--- src/muldiv_pkg.sv ---
/*
 * Shared types and sizes for the RV32M multiply/divide unit.
 * Any operation code outside the M group is treated as a non-M operation.
 */
package muldiv_pkg;

    localparam int XLEN      = 32;
    localparam int DIV_STEPS = 32;                  // One quotient bit per cycle.
    localparam int DIV_CNT_W = $clog2(DIV_STEPS);

    // Execute-stage operation code.
    // NOP and ADD represent every operation outside the M extension.
    typedef enum logic [3:0] {
        NOP    = 4'h0,
        ADD    = 4'h1,
        MUL    = 4'h2,
        MULH   = 4'h3,
        MULHSU = 4'h4,
        MULHU  = 4'h5,
        DIV    = 4'h6,
        DIVU   = 4'h7,
        REM    = 4'h8,
        REMU   = 4'h9
    } iType_e;

    // Request as sampled from the core, 68 bits.
    typedef struct packed {
        logic [XLEN-1:0] first_operand;
        logic [XLEN-1:0] second_operand;
        iType_e          operation;
    } muldiv_req_t;

    // Multiplier group.
    function automatic logic is_mul_op(input iType_e op);
        return op inside {MUL, MULH, MULHSU, MULHU};
    endfunction

    // Divider group.
    function automatic logic is_div_op(input iType_e op);
        return op inside {DIV, DIVU, REM, REMU};
    endfunction

    function automatic logic is_signed_div(input iType_e op);
        return op inside {DIV, REM};
    endfunction

    // Remainder instead of quotient.
    function automatic logic is_rem_op(input iType_e op);
        return op inside {REM, REMU};
    endfunction

    // Two's complement negate when requested.
    function automatic logic [XLEN-1:0] neg_if(input logic [XLEN-1:0] value,
                                               input logic            negate);
        return negate ? (~value + 1'b1) : value;
    endfunction

endpackage

--- src/mul.sv ---
/*
 * Multi-cycle multiplier on a single 17x17 signed MAC.
 * MUL finishes in cycle 3, MULH/MULHSU/MULHU in cycle 4.
 * Operands and operation must stay stable while hold_o is high.
 */
module mul
    import muldiv_pkg::*;
(
    input  logic            clk,
    input  logic            reset,

    input  logic [XLEN-1:0] first_operand_i,
    input  logic [XLEN-1:0] second_operand_i,
    input  iType_e          instruction_operation_i,

    output logic            hold_o,
    output logic [XLEN-1:0] mul_result_o
);

    // Which pair of operand halves goes through the MAC.
    typedef enum logic [1:0] {
        ALBL,
        ALBH,
        AHBL,
        AHBH
    } mul_state_e;

    mul_state_e  state;
    mul_state_e  next_state;

    logic [34:0] mac_result;
    logic [34:0] mac_partial;
    logic [34:0] mac_reg;
    logic [34:0] accum;
    logic [15:0] op_a;
    logic [15:0] op_b;
    logic        sign_a;
    logic        sign_b;
    logic        a_signed;                          // High half of A is signed.
    logic        b_signed;                          // High half of B is signed.
    logic        start;
    logic        low_word;

    assign a_signed = instruction_operation_i inside {MULH, MULHSU};
    assign b_signed = (instruction_operation_i == MULH);
    assign low_word = (instruction_operation_i == MUL);
    assign start    = (state == ALBL) && is_mul_op(instruction_operation_i);

    assign mac_result = $signed({sign_a, op_a}) * $signed({sign_b, op_b}) + $signed(accum);

    assign mul_result_o = mac_partial[31:0];

    always_comb begin
        op_a        = first_operand_i[15:0];
        op_b        = second_operand_i[15:0];
        sign_a      = 1'b0;
        sign_b      = 1'b0;
        accum       = '0;
        mac_partial = mac_result;
        next_state  = state;
        hold_o      = 1'b0;

        unique case (state)
            ALBL: begin
                // Low halves, both unsigned.
                if (start) begin
                    next_state = ALBH;
                    hold_o     = 1'b1;
                end else begin
                    next_state = ALBL;
                    hold_o     = 1'b0;
                end
            end
            ALBH: begin
                op_b   = second_operand_i[31:16];
                sign_b = b_signed & second_operand_i[31];
                accum  = {19'b0, mac_reg[31:16]};   // Carry in from AL*BL.
                if (low_word) begin
                    mac_partial = {3'b0, mac_result[15:0], mac_reg[15:0]};
                end
                next_state = AHBL;
                hold_o     = 1'b1;
            end
            AHBL: begin
                op_a   = first_operand_i[31:16];
                sign_a = a_signed & first_operand_i[31];
                if (low_word) begin
                    // Only the low 16 bits of the middle sum matter here.
                    accum       = {19'b0, mac_reg[31:16]};
                    mac_partial = {3'b0, mac_result[15:0], mac_reg[15:0]};
                    next_state  = ALBL;
                    hold_o      = 1'b0;
                end else begin
                    accum      = mac_reg;
                    next_state = AHBH;
                    hold_o     = 1'b1;
                end
            end
            AHBH: begin
                op_a   = first_operand_i[31:16];
                op_b   = second_operand_i[31:16];
                sign_a = a_signed & first_operand_i[31];
                sign_b = b_signed & second_operand_i[31];
                // Middle sum shifted down by 16.
                accum  = {{16{a_signed & mac_reg[34]}}, mac_reg[34:16]};
                next_state = ALBL;
                hold_o     = 1'b0;
            end
            default: begin
                next_state = ALBL;
                hold_o     = 1'b0;
            end
        endcase
    end

    always_ff @(posedge clk) begin
        mac_reg <= mac_partial;
    end

    always_ff @(posedge clk) begin
        if (reset) begin
            state <= ALBL;
        end else begin
            state <= next_state;
        end
    end

endmodule

--- src/div.sv ---
/*
 * Radix-2 restoring divider, fixed latency of DIV_STEPS+2 cycles.
 * Division by zero and signed overflow return the RISC-V defined values.
 * Operands and operation must stay stable until the final cycle.
 */
module div
    import muldiv_pkg::*;
(
    input  logic            clk,
    input  logic            reset,

    input  logic [XLEN-1:0] first_operand_i,
    input  logic [XLEN-1:0] second_operand_i,
    input  iType_e          instruction_operation_i,

    output logic            hold_o,
    output logic [XLEN-1:0] div_result_o
);

    // Operands are loaded on the edge that leaves DIV_IDLE.
    typedef enum logic [1:0] {
        DIV_IDLE,
        DIV_ITER,
        DIV_DONE
    } div_state_e;

    div_state_e           state;
    div_state_e           next_state;
    logic [DIV_CNT_W-1:0] step_cnt;

    logic [XLEN-1:0]      rem_q;                    // Partial remainder.
    logic [XLEN-1:0]      quot_q;                   // Dividend shifts out, quotient in.
    logic [XLEN-1:0]      divisor_q;

    logic                 signed_op;
    logic                 dividend_neg;
    logic                 divisor_neg;
    logic [XLEN-1:0]      dividend_abs;
    logic [XLEN-1:0]      divisor_abs;
    logic [XLEN:0]        rem_shift;
    logic [XLEN+1:0]      trial;
    logic                 fits;
    logic                 div_by_zero;
    logic                 overflow;
    logic [XLEN-1:0]      quot_res;
    logic [XLEN-1:0]      rem_res;

    assign signed_op    = is_signed_div(instruction_operation_i);
    assign dividend_neg = signed_op & first_operand_i[XLEN-1];
    assign divisor_neg  = signed_op & second_operand_i[XLEN-1];
    assign dividend_abs = neg_if(first_operand_i, dividend_neg);
    assign divisor_abs  = neg_if(second_operand_i, divisor_neg);

    // One shift-subtract step.
    assign rem_shift = {rem_q, quot_q[XLEN-1]};
    assign trial     = {1'b0, rem_shift} - {2'b0, divisor_q};
    assign fits      = ~trial[XLEN+1];

    always_comb begin
        next_state = state;
        hold_o     = 1'b0;
        unique case (state)
            DIV_IDLE: begin
                if (is_div_op(instruction_operation_i)) begin
                    next_state = DIV_ITER;
                    hold_o     = 1'b1;
                end
            end
            DIV_ITER: begin
                hold_o = 1'b1;
                if (step_cnt == DIV_CNT_W'(DIV_STEPS - 1)) begin
                    next_state = DIV_DONE;
                end
            end
            DIV_DONE: begin
                next_state = DIV_IDLE;          // Result valid this cycle.
            end
            default: begin
                next_state = DIV_IDLE;
            end
        endcase
    end

    always_ff @(posedge clk) begin
        if (reset) begin
            state    <= DIV_IDLE;
            step_cnt <= '0;
        end else begin
            state <= next_state;
            if (state == DIV_ITER) begin
                step_cnt <= step_cnt + 1'b1;
            end else begin
                step_cnt <= '0;
            end
        end
    end

    always_ff @(posedge clk) begin
        if (state == DIV_IDLE) begin
            rem_q     <= '0;
            quot_q    <= dividend_abs;
            divisor_q <= divisor_abs;
        end else if (state == DIV_ITER) begin
            rem_q  <= fits ? trial[XLEN-1:0] : rem_shift[XLEN-1:0];
            quot_q <= {quot_q[XLEN-2:0], fits};
        end
    end

    // Sign correction and corner cases.
    assign div_by_zero = (second_operand_i == '0);
    assign overflow    = signed_op && (first_operand_i == {1'b1, {(XLEN-1){1'b0}}})
                         && (second_operand_i == '1);

    always_comb begin
        if (div_by_zero) begin
            quot_res = '1;
            rem_res  = first_operand_i;
        end else if (overflow) begin
            quot_res = {1'b1, {(XLEN-1){1'b0}}};
            rem_res  = '0;
        end else begin
            quot_res = neg_if(quot_q, dividend_neg ^ divisor_neg);
            rem_res  = neg_if(rem_q, dividend_neg);   // Remainder takes dividend's sign.
        end
    end

    assign div_result_o = is_rem_op(instruction_operation_i) ? rem_res : quot_res;

endmodule

--- src/muldiv_unit.sv ---
/*
 * RV32M execute-stage block combining multiplier and divider.
 * No handshake: the request is a level held stable while hold_o is high.
 * Non-M operations give hold_o low and a zero result.
 */
module muldiv_unit
    import muldiv_pkg::*;
(
    input  logic            clk,
    input  logic            reset,

    input  muldiv_req_t     req_i,

    output logic            hold_o,
    output logic [XLEN-1:0] result_o
);

    logic            mul_hold;
    logic            div_hold;
    logic [XLEN-1:0] mul_result;
    logic [XLEN-1:0] div_result;

    // Each unit decodes the operation itself.
    mul i_mul (
        .clk                     (clk),
        .reset                   (reset),
        .first_operand_i         (req_i.first_operand),
        .second_operand_i        (req_i.second_operand),
        .instruction_operation_i (req_i.operation),
        .hold_o                  (mul_hold),
        .mul_result_o            (mul_result)
    );

    div i_div (
        .clk                     (clk),
        .reset                   (reset),
        .first_operand_i         (req_i.first_operand),
        .second_operand_i        (req_i.second_operand),
        .instruction_operation_i (req_i.operation),
        .hold_o                  (div_hold),
        .div_result_o            (div_result)
    );

    assign hold_o = mul_hold | div_hold;

    always_comb begin
        if (is_mul_op(req_i.operation)) begin
            result_o = mul_result;
        end else if (is_div_op(req_i.operation)) begin
            result_o = div_result;
        end else begin
            result_o = '0;                      // Not an M operation.
        end
    end

endmodule

--- config.mk ---
export PLATFORM = sky130hd
export DESIGN_NAME = muldiv_unit
export DESIGN_NICKNAME = d
export VERILOG_FILES = /design/src/muldiv_pkg.sv /design/src/mul.sv /design/src/div.sv /design/src/muldiv_unit.sv
export SDC_FILE = /design/constraint.sdc
export NUM_CORES = 1
export LEC_CHECK = 0
export ABC_AREA = 1
export ABC_CLOCK_PERIOD_IN_PS = 17500
export BUFFER_PORTS_ARGS = -buffer_cell sky130_fd_sc_hd__buf_4
export CORE_MARGIN = 8
export CORE_UTILIZATION = 40
export CTS_CLUSTER_DIAMETER = 30
export DETAILED_ROUTE_END_ITERATION = 6
export PLACE_DENSITY_LB_ADDON = 0.05
export SYNTH_ARGS = -nofsm -noshare
export SYNTH_HDL_FRONTEND = slang
export SYNTH_HIERARCHICAL = 1
export SYNTH_SLANG_ARGS = --single-unit
--- constraint.sdc ---
create_clock -name clk -period 17.5 [get_ports clk]
set_input_delay 5.25 -clock clk [delete_from_list [all_inputs] [get_ports clk]]
set_output_delay 5.25 -clock clk [all_outputs]
set_load 0.02 [all_outputs]
==> out/results.tsv <==
metric	value	unit
grt_usage	0.280	
netlist_top_cells_area	fa_1 24%, nand2_1 16%, inv_1 12%	
rsz0062_at_grt	no	
max_freq	0.0583	GHz
max_cap_viol_count	0	
critPathArrivalTime	11.90	ns
slew_violations	0	
synth_cells	4283	
maxSlewHeadroom	0.268	
clock_skew	0.0157	ns
tightest_slew	1.10	ns
path_clk_slew	0.07	ns
io_buffers	102	
n_antenna_cell	0	
synth_top_area_cell	fa_1	
clk_latency	0.45	ns
hold_path.class	reg -> reg	
synthMuxAreaShare	0	
dieArea	80200	µm²
numClockSinks	140	
outcome	completed	
first_iter_violations	2830	
avgViaCountPerCell	5.17	
grt_max_degree	58	
synthAdderAreaFrac	0.309	
wl	114000	µm
yosysUniqueCellTypes	58	
grt_overflow_total	0	
synthSimpleGateAreaFrac	0.322	
cts_hold_buffers	0	
cp_slowest_stage_delay	0.54	ns
synth-edff-count	64	
die_x	283	µm
clk_path_buf_depth	2	
largest_reg_flops	35	
layout.nets	4884	
drc	0	
mostFrequentLayoutCells	1187 x nand2_1, 883 x inv_1, 434 x nor2_1, 346 x fa_1, 291 x nand3_1	
crit_top_cell	inv_1	
drt_first_pass_iters	6	
syn_nets	4850	
die_h	283	µm
period_share	0.980	
cp_max_fo	18	
avgSynthCellArea	6.67	µm²
synth-compound-area-share	0.0650	
cts-root-buf	clkbuf_16	
first_global_vias	26200	
routed-via-count	27300	
layout_commonest_cell	nand2_1	
initial_core_util	0.401	
synth_xor_area_frac	0.0291	
synth.yosys.seq_area_share	0.121	
crit_slowest_cell	o21ai_0	
period_needed	17.15	ns
finalSetupTns	0	ns
hpwl	96900	µm
fillCellCount	7843	
antenna_found_initial	2	
ant_nets	0	
core	71100	µm²
finalSetupViolCount	0	
syn_to_final_growth	7.62	%
netlist_area	28500	µm²
start_kind	primary input	
cts_tree	yes	
numCtsBuffers	17	
hold_viol	0	
ys.flop_type	dfxtp_1	
yosysWarnings	6	
required	12.25	ns
io_pins	103	
grt_pass1_wl	171000	µm
critical_path_class	in -> out	
synth.top_cell.area_share	0.244	
postSynth.asyncResetShare	0	
gp_congestion	0.980	
ys_seq_elements	140	
layout-drive-gt1-share	0.0818	
critPathCaptureType	primary output	
htree_levels	4	
synth_top_family_by_area	simple AND/OR/NAND/NOR gates	
rows	98	
wl_per_cell	21.6	µm
## synthesized netlist by cell type (15+ instances only)
master / count
fa_1: 348
buf_2: 70
nand2_1: 1190
clkbuf_1: 25
buf_4: 41
nand4_1: 101
xnor2_1: 40
nand2_2: 21
o22ai_1: 17
nor3_1: 17
o21ai_2: 16
inv_1: 884
xor2_1: 55
dfxtp_1: 76
o21ai_0: 112
edfxtp_1: 64
nor2_2: 20
o211ai_1: 16
nor2_1: 437
inv_2: 39
a21oi_1: 73
o21ai_1: 52
ha_1: 149
nand3_1: 291
nand3_2: 15
## worst max-delay path: cells and delay by family
| kind | cells | cell delay, ns |
|---|---|---|
| adders and majority gates | 7 | 3.19 |
| AOI/OAI and AO/OA | 4 | 1.26 |
| and+or+nand+nor | 10 | 1.06 |
| buffers and inverters | 12 | 1.12 |
## cells by family after synthesis
family	Yosys count
and+or+nand+nor	2152
AOI/OAI and AO/OA	321
buffers and inverters	1078
xor gates and xnor gates	95
DFF	140
adders and majority gates	497
## final timing paths
kind / from / end / slack [ns] / depth (start not counted)
max: req_i[1] / result_o[30] / 0.35 / 33
min: i_div/step_cnt[0] / i_div/step_cnt[0] / 0.46 / 1
max reg2reg: i_mul/state[1] / i_mul/mac_reg[33] / 9.79 / 27
min reg2reg: i_div/step_cnt[0] / i_div/step_cnt[0] / 0.46 / 1
## per-layer routing
metal | up-vias | share of wire | routed length (µm) | global-route usage
li1 | 13100 | - | - | -
met1 | 13200 | 0.48 | 54200 | 0.418
met2 | 961 | 0.43 | 48600 | 0.425
met3 | 113 | 0.070 | 7990 | 0.0341
met4 | 0 | 0.027 | 3100 | 0.0719
met5 | - | 0 | 0 | 0
## through the flow
| step | utilization | hold slack [ns] | instances | instance area [µm²] | setup slack, ns |
|---|---|---|---|---|---|
| 5_1_grt | 0.432 | 0.483 | 5280 | 30700 | 0.0290 |
| 2_1_floorplan | - | 0.418 | 4283 | 28500 | 0.249 |
| 6_report | 0.432 | 0.464 | 5280 | 30700 | 0.353 |
| 3_5_place_dp | 0.424 | 0.449 | 5248 | 30100 | 0.156 |
| 3_3_place_gp | 0.424 | 0.440 | 5248 | 30100 | 0.200 |
| 4_1_cts | 0.432 | 0.463 | 5280 | 30700 | 0.147 |
## final cells by class
class / instances / area (µm²) / area share
inverters: 925 / 3480 / 0.113
clock inverters: 14 / 149 / 0.00485
repair buffers: 168 / 1270 / 0.0415
well taps: 950 / 1190 / 0.0387
multi-input cells: 3065 / 20800 / 0.676
clock buffers: 18 / 429 / 0.0140
flip-flops and latches: 140 / 3440 / 0.112
## what timing repair did
action,in CTS,in global routing
buffers inserted,0,0
gates resized for setup,0,15
setup endpoints to repair,0,13
Power is not shown: default switching activity piles up to over one toggle a cycle in this logic, so the estimate is an artifact.
